===== config.mk =====
export PLATFORM = sky130hd
export DESIGN_NAME = axi_apb_bridge
export DESIGN_NICKNAME = d
export VERILOG_FILES = /design/src/verilog/axi_pkg.sv /design/src/verilog/apb_pkg.sv /design/src/verilog/sync_fifo.sv /design/src/verilog/axi_lite_front.sv /design/src/verilog/apb_master.sv /design/src/verilog/axi_apb_bridge.sv
export VERILOG_INCLUDE_DIRS = /design/src /design/src/include
export SDC_FILE = /design/constraint.sdc
export NUM_CORES = 1
export LEC_CHECK = 0
export BUFFER_PORTS_ARGS = -buffer_cell sky130_fd_sc_hd__clkbuf_2
export CORE_ASPECT_RATIO = 1.25
export CORE_MARGIN = 8
export CORE_UTILIZATION = 50
export DETAILED_ROUTE_END_ITERATION = 10
export HOLD_SLACK_MARGIN = 0.03
export PLACE_DENSITY = 0.71
export SETUP_SLACK_MARGIN = 0.2
export SYNTH_ARGS = -nofsm -noshare
export SYNTH_HDL_FRONTEND = slang
export SYNTH_SLANG_ARGS = --single-unit
export TNS_END_PERCENT = 100

===== constraint.sdc =====
create_clock -name aclk -period 8.55 [get_ports aclk]
set_input_delay 0.855 -clock aclk [delete_from_list [all_inputs] [get_ports aclk]]
set_output_delay 0.855 -clock aclk [all_outputs]
set_load 0.02 [all_outputs]

===== src/include/bridge_macros.svh =====
// ------------------------------
// Sizes shared by RTL and testbench
// FIFO depth must be a power of two
// Address splits into upper bits, slave index and offset
// ------------------------------
`ifndef BRIDGE_MACROS_SVH
`define BRIDGE_MACROS_SVH

// Bus widths
`define BRIDGE_ADDR_WIDTH 32
`define BRIDGE_DATA_WIDTH 32

// APB slave decode, index sits just above the offset
`define BRIDGE_NUM_SLAVES 4
`define BRIDGE_SLAVE_BITS 2
`define BRIDGE_OFFSET_BITS 12

// Entries per FIFO
`define BRIDGE_FIFO_DEPTH 4

`endif


===== src/verilog/axi_pkg.sv =====
// ------------------------------
// AXI side types
// Only OKAY and SLVERR are ever returned
// ------------------------------
`default_nettype none

`include "bridge_macros.svh"

package axi_pkg;

  // Response codes on BRESP and RRESP
  typedef enum logic [1:0] {
    OKAY   = 2'b00,
    SLVERR = 2'b10
  } axi_resp_e;

  // One read result, error bit in the LSB
  typedef struct packed {
    logic [`BRIDGE_DATA_WIDTH-1:0] data;
    logic                          error;
  } rd_rsp_t;

endpackage

`default_nettype wire


===== src/verilog/apb_pkg.sv =====
// ------------------------------
// APB side types
// Commands carry no byte strobes
// Slave index comes from address bits 13:12
// ------------------------------
`default_nettype none

`include "bridge_macros.svh"

package apb_pkg;

  // One address word, seen flat or split into fields
  typedef union packed {
    logic [`BRIDGE_ADDR_WIDTH-1:0] flat;
    struct packed {
      logic [`BRIDGE_ADDR_WIDTH-`BRIDGE_SLAVE_BITS-`BRIDGE_OFFSET_BITS-1:0] upper;
      logic [`BRIDGE_SLAVE_BITS-1:0]  slave;
      logic [`BRIDGE_OFFSET_BITS-1:0] offset;
    } fields;
  } apb_addr_u;

  // Command FIFO entry, write flag on top
  typedef struct packed {
    logic                          write;
    apb_addr_u                     addr;
    logic [`BRIDGE_DATA_WIDTH-1:0] wdata;
  } apb_cmd_t;

  // Transfer phases
  typedef enum logic [1:0] {IDLE, SETUP, ACCESS} apb_state_e;

endpackage

`default_nettype wire


===== src/verilog/sync_fifo.sv =====
// ------------------------------
// Single clock FIFO
// depth must be a power of two
// Push when full and pop when empty are dropped
// Output shows the head combinationally
// ------------------------------
`default_nettype none

module sync_fifo #(
  parameter int width = 8,
  parameter int depth = 4
) (
  input  logic             aclk,
  input  logic             reset,
  input  logic             push,
  input  logic [width-1:0] push_data,
  output logic             full,
  input  logic             pop,
  output logic [width-1:0] pop_data,
  output logic             empty
);

  localparam int ptr_bits = $clog2(depth);

  // Storage
  logic [width-1:0] mem [depth];

  // Pointers with one extra wrap bit
  logic [ptr_bits:0] wr_ptr;
  logic [ptr_bits:0] rd_ptr;

  // Same slot, different lap means full
  assign empty = (wr_ptr == rd_ptr);
  assign full  = (wr_ptr[ptr_bits] != rd_ptr[ptr_bits]) &&
                 (wr_ptr[ptr_bits-1:0] == rd_ptr[ptr_bits-1:0]);

  assign pop_data = mem[rd_ptr[ptr_bits-1:0]];

  always_ff @(posedge aclk) begin
    if (push && !full) begin
      mem[wr_ptr[ptr_bits-1:0]] <= push_data;
    end
  end

  // ------------------------------
  // Pointer update
  // ------------------------------
  always_ff @(posedge aclk) begin
    if (reset) begin
      wr_ptr <= '0;
      rd_ptr <= '0;
    end else begin
      if (push && !full) begin
        wr_ptr <= wr_ptr + 1'b1;
      end
      if (pop && !empty) begin
        rd_ptr <= rd_ptr + 1'b1;
      end
    end
  end

endmodule

`default_nettype wire


===== src/verilog/axi_lite_front.sv =====
// ------------------------------
// AXI4-Lite slave front end
// AW and W are taken together in one cycle
// Write beats read when both are offered
// Readies stay low for the first cycle after reset
// ------------------------------
`default_nettype none

`include "bridge_macros.svh"

module axi_lite_front (
  input  logic                          aclk,
  input  logic                          reset,
  // Write address and data
  input  logic [`BRIDGE_ADDR_WIDTH-1:0] awaddr,
  input  logic                          awvalid,
  output logic                          awready,
  input  logic [`BRIDGE_DATA_WIDTH-1:0] wdata,
  input  logic                          wvalid,
  output logic                          wready,
  // Write response
  output axi_pkg::axi_resp_e            bresp,
  output logic                          bvalid,
  input  logic                          bready,
  // Read address and data
  input  logic [`BRIDGE_ADDR_WIDTH-1:0] araddr,
  input  logic                          arvalid,
  output logic                          arready,
  output logic [`BRIDGE_DATA_WIDTH-1:0] rdata,
  output axi_pkg::axi_resp_e            rresp,
  output logic                          rvalid,
  input  logic                          rready,
  // Command FIFO
  output logic                          cmd_push,
  output apb_pkg::apb_cmd_t             cmd_data,
  input  logic                          cmd_full,
  // Response FIFOs
  output logic                          wr_rsp_pop,
  input  logic                          wr_rsp_error,
  input  logic                          wr_rsp_empty,
  output logic                          rd_rsp_pop,
  input  axi_pkg::rd_rsp_t              rd_rsp_data,
  input  logic                          rd_rsp_empty
);

  logic live;
  logic room;
  logic wr_accept;
  logic rd_accept;

  // Set once reset has been released
  always_ff @(posedge aclk) begin
    if (reset) begin
      live <= 1'b0;
    end else begin
      live <= 1'b1;
    end
  end

  // ------------------------------
  // Arbitration
  // ------------------------------
  assign room      = live && !cmd_full;
  assign wr_accept = awvalid && wvalid && room;
  // Read waits whenever a full write is on offer
  assign rd_accept = arvalid && !wr_accept && room;

  // Each ready depends on its partner channel
  assign awready = wvalid && room;
  assign wready  = awvalid && room;
  assign arready = room && !(awvalid && wvalid);

  assign cmd_push = wr_accept || rd_accept;

  // Pack whichever side won
  always_comb begin
    cmd_data.write     = wr_accept;
    cmd_data.addr.flat = wr_accept ? awaddr : araddr;
    cmd_data.wdata     = wdata;
  end

  // ------------------------------
  // B and R channels
  // ------------------------------
  assign bvalid     = !wr_rsp_empty;
  assign bresp      = wr_rsp_error ? axi_pkg::SLVERR : axi_pkg::OKAY;
  assign wr_rsp_pop = bvalid && bready;

  assign rvalid     = !rd_rsp_empty;
  assign rdata      = rd_rsp_data.data;
  assign rresp      = rd_rsp_data.error ? axi_pkg::SLVERR : axi_pkg::OKAY;
  assign rd_rsp_pop = rvalid && rready;

endmodule

`default_nettype wire


===== src/verilog/apb_master.sv =====
// ------------------------------
// APB master, one transfer at a time
// A command is taken only when its response FIFO has room
// PREADY and PSLVERR count only from the selected slave
// ------------------------------
`default_nettype none

`include "bridge_macros.svh"

module apb_master (
  input  logic                          aclk,
  input  logic                          reset,
  // Command FIFO head
  input  apb_pkg::apb_cmd_t             cmd_data,
  input  logic                          cmd_empty,
  output logic                          cmd_pop,
  // Response FIFOs
  input  logic                          wr_rsp_full,
  output logic                          wr_rsp_push,
  output logic                          wr_rsp_error,
  input  logic                          rd_rsp_full,
  output logic                          rd_rsp_push,
  output axi_pkg::rd_rsp_t              rd_rsp_data,
  // APB bus
  output logic [`BRIDGE_ADDR_WIDTH-1:0] paddr,
  output logic [`BRIDGE_DATA_WIDTH-1:0] pwdata,
  output logic [`BRIDGE_NUM_SLAVES-1:0] psel,
  output logic                          penable,
  output logic                          pwrite,
  input  logic [`BRIDGE_DATA_WIDTH-1:0] prdata,
  input  logic [`BRIDGE_NUM_SLAVES-1:0] pready,
  input  logic [`BRIDGE_NUM_SLAVES-1:0] pslverr
);

  localparam logic [`BRIDGE_NUM_SLAVES-1:0] sel_base = 1;

  apb_pkg::apb_state_e state;
  apb_pkg::apb_cmd_t   cmd_q;
  logic                rsp_room;
  logic                pready_sel;
  logic                pslverr_sel;
  logic                done;

  // Room in the FIFO this command will answer into
  assign rsp_room = cmd_data.write ? !wr_rsp_full : !rd_rsp_full;
  assign cmd_pop  = (state == apb_pkg::IDLE) && !cmd_empty && rsp_room;

  // ------------------------------
  // Transfer FSM
  // ------------------------------
  always_ff @(posedge aclk) begin
    if (reset) begin
      state <= apb_pkg::IDLE;
    end else begin
      case (state)
        apb_pkg::IDLE:   if (cmd_pop) state <= apb_pkg::SETUP;
        apb_pkg::SETUP:  state <= apb_pkg::ACCESS;
        apb_pkg::ACCESS: if (done) state <= apb_pkg::IDLE;
        default:         state <= apb_pkg::IDLE;
      endcase
    end
  end

  // Held for the whole transfer
  always_ff @(posedge aclk) begin
    if (cmd_pop) begin
      cmd_q <= cmd_data;
    end
  end

  // Bus drive, select from the slave field
  assign psel    = (state != apb_pkg::IDLE) ? (sel_base << cmd_q.addr.fields.slave) : '0;
  assign penable = (state == apb_pkg::ACCESS);
  assign paddr   = cmd_q.addr.flat;
  assign pwdata  = cmd_q.wdata;
  assign pwrite  = cmd_q.write;

  // Ignore slaves we did not select
  assign pready_sel  = |(pready & psel);
  assign pslverr_sel = |(pslverr & psel);
  assign done        = penable && pready_sel;

  // ------------------------------
  // Response routing
  // ------------------------------
  assign wr_rsp_push  = done && cmd_q.write;
  assign rd_rsp_push  = done && !cmd_q.write;
  assign wr_rsp_error = pslverr_sel;
  assign rd_rsp_data  = '{data: prdata, error: pslverr_sel};

endmodule

`default_nettype wire


===== src/verilog/axi_apb_bridge.sv =====
// ------------------------------
// AXI4-Lite to APB bridge top
// Single clock, sync active high reset
// Four APB slaves, one-hot psel
// WSTRB is not supported
// ------------------------------
`default_nettype none

`include "bridge_macros.svh"

module axi_apb_bridge (
  input  logic                          aclk,
  input  logic                          reset,
  // AXI4-Lite slave
  input  logic [`BRIDGE_ADDR_WIDTH-1:0] awaddr,
  input  logic                          awvalid,
  output logic                          awready,
  input  logic [`BRIDGE_DATA_WIDTH-1:0] wdata,
  input  logic                          wvalid,
  output logic                          wready,
  output logic [1:0]                    bresp,
  output logic                          bvalid,
  input  logic                          bready,
  input  logic [`BRIDGE_ADDR_WIDTH-1:0] araddr,
  input  logic                          arvalid,
  output logic                          arready,
  output logic [`BRIDGE_DATA_WIDTH-1:0] rdata,
  output logic [1:0]                    rresp,
  output logic                          rvalid,
  input  logic                          rready,
  // APB master
  output logic [`BRIDGE_ADDR_WIDTH-1:0] paddr,
  output logic [`BRIDGE_DATA_WIDTH-1:0] pwdata,
  output logic [`BRIDGE_NUM_SLAVES-1:0] psel,
  output logic                          penable,
  output logic                          pwrite,
  input  logic [`BRIDGE_DATA_WIDTH-1:0] prdata,
  input  logic [`BRIDGE_NUM_SLAVES-1:0] pready,
  input  logic [`BRIDGE_NUM_SLAVES-1:0] pslverr
);

  // Command path
  apb_pkg::apb_cmd_t cmd_push_data;
  apb_pkg::apb_cmd_t cmd_pop_data;
  logic              cmd_push;
  logic              cmd_pop;
  logic              cmd_full;
  logic              cmd_empty;

  // Write response path
  logic wr_rsp_push;
  logic wr_rsp_push_error;
  logic wr_rsp_full;
  logic wr_rsp_pop;
  logic wr_rsp_pop_error;
  logic wr_rsp_empty;

  // Read response path
  axi_pkg::rd_rsp_t rd_rsp_push_data;
  axi_pkg::rd_rsp_t rd_rsp_pop_data;
  logic             rd_rsp_push;
  logic             rd_rsp_full;
  logic             rd_rsp_pop;
  logic             rd_rsp_empty;

  axi_lite_front u_front (
    .aclk         (aclk),
    .reset        (reset),
    .awaddr       (awaddr),
    .awvalid      (awvalid),
    .awready      (awready),
    .wdata        (wdata),
    .wvalid       (wvalid),
    .wready       (wready),
    .bresp        (bresp),
    .bvalid       (bvalid),
    .bready       (bready),
    .araddr       (araddr),
    .arvalid      (arvalid),
    .arready      (arready),
    .rdata        (rdata),
    .rresp        (rresp),
    .rvalid       (rvalid),
    .rready       (rready),
    .cmd_push     (cmd_push),
    .cmd_data     (cmd_push_data),
    .cmd_full     (cmd_full),
    .wr_rsp_pop   (wr_rsp_pop),
    .wr_rsp_error (wr_rsp_pop_error),
    .wr_rsp_empty (wr_rsp_empty),
    .rd_rsp_pop   (rd_rsp_pop),
    .rd_rsp_data  (rd_rsp_pop_data),
    .rd_rsp_empty (rd_rsp_empty)
  );

  // ------------------------------
  // Buffers between the two sides
  // ------------------------------
  sync_fifo #(
    .width ($bits(apb_pkg::apb_cmd_t)),
    .depth (`BRIDGE_FIFO_DEPTH)
  ) u_cmd_fifo (
    .aclk      (aclk),
    .reset     (reset),
    .push      (cmd_push),
    .push_data (cmd_push_data),
    .full      (cmd_full),
    .pop       (cmd_pop),
    .pop_data  (cmd_pop_data),
    .empty     (cmd_empty)
  );

  // Only the error bit comes back for writes
  sync_fifo #(
    .width (1),
    .depth (`BRIDGE_FIFO_DEPTH)
  ) u_wr_rsp_fifo (
    .aclk      (aclk),
    .reset     (reset),
    .push      (wr_rsp_push),
    .push_data (wr_rsp_push_error),
    .full      (wr_rsp_full),
    .pop       (wr_rsp_pop),
    .pop_data  (wr_rsp_pop_error),
    .empty     (wr_rsp_empty)
  );

  sync_fifo #(
    .width ($bits(axi_pkg::rd_rsp_t)),
    .depth (`BRIDGE_FIFO_DEPTH)
  ) u_rd_rsp_fifo (
    .aclk      (aclk),
    .reset     (reset),
    .push      (rd_rsp_push),
    .push_data (rd_rsp_push_data),
    .full      (rd_rsp_full),
    .pop       (rd_rsp_pop),
    .pop_data  (rd_rsp_pop_data),
    .empty     (rd_rsp_empty)
  );

  apb_master u_master (
    .aclk         (aclk),
    .reset        (reset),
    .cmd_data     (cmd_pop_data),
    .cmd_empty    (cmd_empty),
    .cmd_pop      (cmd_pop),
    .wr_rsp_full  (wr_rsp_full),
    .wr_rsp_push  (wr_rsp_push),
    .wr_rsp_error (wr_rsp_push_error),
    .rd_rsp_full  (rd_rsp_full),
    .rd_rsp_push  (rd_rsp_push),
    .rd_rsp_data  (rd_rsp_push_data),
    .paddr        (paddr),
    .pwdata       (pwdata),
    .psel         (psel),
    .penable      (penable),
    .pwrite       (pwrite),
    .prdata       (prdata),
    .pready       (pready),
    .pslverr      (pslverr)
  );

endmodule

`default_nettype wire


==> impl_metrics.yaml <==
outcome:
  outcome: "completed"
timing:
  setup-violations-final: 0
  final.setup.tns_ps: 0
  hold_viol_final: 0
  worst_pin_slew_ps: 1140
  rsz0062_at_grt: "false"
  timing.fmax_ghz: 0.318
  fin_worst_skew_ps: 28.4
  max_slew_margin_pct: 24.2
  fin_crit_ps: 3140
  report.final.slew_viol_count: 0
  timing.final.crit_share_pct: 36.7
yosys:
  yosys_warnings: 0
  synth_compound_area_share_pct: 1.24
  ys.flop_type: "edfxtp_1"
  synthMuxAreaShare_pct: 15.0
  synth_adder_area_share_pct: 1.03
  netlist_instances: 796
  synth_simple_gate_area_share_pct: 1.68
  synth_xor_area_share_pct: 0.915
  yosys.area.top_type_share_pct: 76.1
  synth_edf_count: 461
  synth_top_family_by_area: "multiplexers"
  yosysUniqueCellTypes: 44
  avgSynthCellArea_um2: 22.9
  ys_seq_area_share_pct: 79.1
  netlist_area_mm2: 0.0182
  postSynth.asyncResetShare_pct: 0
  yosys-top-cells-area: "edfxtp_1 76%, mux4_2 12%, dfxtp_1 3.0%, mux2_1 2.2%, ha_1 1.0%"
  ys_seq_elements: 488
  yosys.area.top_type: "edfxtp_1"
clocking:
  cts_tree: "built"
  cts_inserted_buffers: 46
  cts.sinks: 488
  hold_buffers: 0
  cts_resized: 0
  clkTransAtPathRegs_ps: 60
  htreeDepth: 2
  cts_root_buf: "clkbuf_16"
  insertion_delay_ps: 570
  cts.path.max_buffers: 3
  postCtsSetupRepairBufs: 0
drt:
  first_pass_iters: 4
  dr.first_iter.drc_count: 457
  antenna_left: 0
  drc_errors: 0
  via_per_inst: 5.48
  totalWireLength_um: 35000
  via_count: 8689
  wl_per_cell_um: 22.1
pwr:
  seqPwrFrac_pct: 51.0
  pwr-share-clk_pct: 32.1
  p_sw_mw: 1.67
  p_int_mw: 4.47
  power_mw: 6.14
  combinationalPowerShare_pct: 17.0
  p_per_area_mw_per_mm2: 286
  p_sw_share_pct: 27.2
  ir_drop_mv: 0.288
  power.leakage_nw: 7.38
layout:
  area_delta_synth_final_pct: 17.9
  drive_gt1_share_pct: 39.9
  final_common_cell: "edfxtp_1"
  final_net_count: 1227
  fillerInstances: 2621
  layout_common_cells: "461 x edfxtp_1, 251 x clkbuf_2, 100 x mux4_2"
placement:
  globalplace.congestion: 0.759
  port_buffers: 251
  hpwl_um: 21100
critical_path:
  cp.required_ps: 8980
  cp-end-kind: "register"
  crit_fanout: 69
  worstSetupPathType: "reg2reg"
  cp_data_arrival_time_ps: 3570
  start_kind: "register"
die:
  start_util_pct: 50.4
  die_area_mm2: 0.0428
  coreArea_mm2: 0.0361
  io_pins: 254
  fp.dieH_um: 229
  rows: 78
  fp.dieW_um: 187
global_routing:
  grt_remaining_overflow: 0
  grt_pass1_vias: 9433
  antenna_found_initial: 0
  track_usage_pct: 16.1
  grt_max_degree: 70
  grt_pass1_wl_um: 53600
job:
  drv_cap: 0
min_path:
  min-delay-path-class: "in2reg"
[path summary, 6_finish.rpt]
| check | start | endpoint | slack (ps) | cells after the start |
|---|---|---|---|---|
| setup / recovery | register | u_cmd_fifo.rd_ptr[0] | 5410 | 5 |
| hold reg to reg | u_cmd_fifo.rd_ptr[1] | register | 510 | 2 |
| hold / removal | wdata[5] | u_cmd_fifo.mem[0][5] | 510 | 1 |
| setup reg to reg | register | u_cmd_fifo.rd_ptr[0] | 5410 | 5 |
[final cells by class]
class / count / area, um^2 / area share (%)
diodes: 1 / 2.50 / 0.0117
clock buffers: 56 / 1190 / 5.54
clock inverters: 27 / 283 / 1.32
inverters: 12 / 45.0 / 0.210
multi-input cells: 265 / 3650 / 17.0
flip-flops and latches: 488 / 14400 / 67.1
well taps: 480 / 601 / 2.80
repair buffers: 256 / 1290 / 6.03
[registers in the layout, indices dropped and copies added, names as in the netlist, 2 cells and up, named ones only]
name,flops
u_rd_rsp_fifo.wr_ptr,3
u_wr_rsp_fifo.rd_ptr,3
u_cmd_fifo.mem,260
u_wr_rsp_fifo.wr_ptr,3
u_master.pwdata,32
u_cmd_fifo.rd_ptr,3
u_master.state,2
u_cmd_fifo.wr_ptr,3
u_rd_rsp_fifo.mem,132
u_master.paddr,32
u_rd_rsp_fifo.rd_ptr,3
u_wr_rsp_fifo.mem,4
[cell families (layout without fill, tap and decap cells)]
family / count (synthesis) / in the layout
flops: 488 / 488
mux: 143 / 143
simple gates: 56 / 56
buf+inv: 44 / 351
compound gates: 30 / 30
xor+xnor: 19 / 19
fa+ha+maj: 15 / 15
other cells: 1 / 3
[worst max-delay path, stage by stage (launching register included)]
cell and delay (ps):
dfxtp_4 1010, mux4_2 480, nor4_4 80, a211oi_4 210
buf_4 830, mux2_1 380
[layer usage]
metal | part of all wire (%) | track usage, % | vias up
met5 | 0.19 | 1.16 | -
met4 | 2.1 | 4.65 | 2
met3 | 7.9 | 4.27 | 51
met2 | 48 | 26.3 | 351
met1 | 42 | 21.1 | 4451
li1 | - | - | 3834
[synthesized netlist by cell type (all sizes together), types with 5 or more instances]
master	n
ha	15
inv	12
dfxtp	27
o31ai	7
clkbuf	15
nor2	20
a21oi	6
nor2b	5
mux2i	6
buf	17
xnor2	8
edfxtp	461
and2	13
xor2	11
mux2	37
mux4	100
[power by group through the flow]
stage               Clock, mW  Sequential (mW)  Combinational [mW]
CTS                      2.01             3.14                1.06
detailed placement          0             3.18                1.06
finish                   1.97             3.13                1.04
global route             2.10             3.16                1.11
global placement            0             3.19                1.04
floorplan                   0             3.30               0.520
[per-stage QoR]
stage               worst slack (ps)  util [%]  hold WS, ps  instances  area (um^2)
floorplan                       4230         -          477        797        18200
global placement                5360      55.3          488       1501        20000
detailed placement              5350      55.3          506       1501        20000
CTS                             5350      59.4          482       1584        21500
global route                    5210      59.4          488       1584        21500
finish                          5410      59.4          509       1585        21500
(Power assumes the default switching activity.)
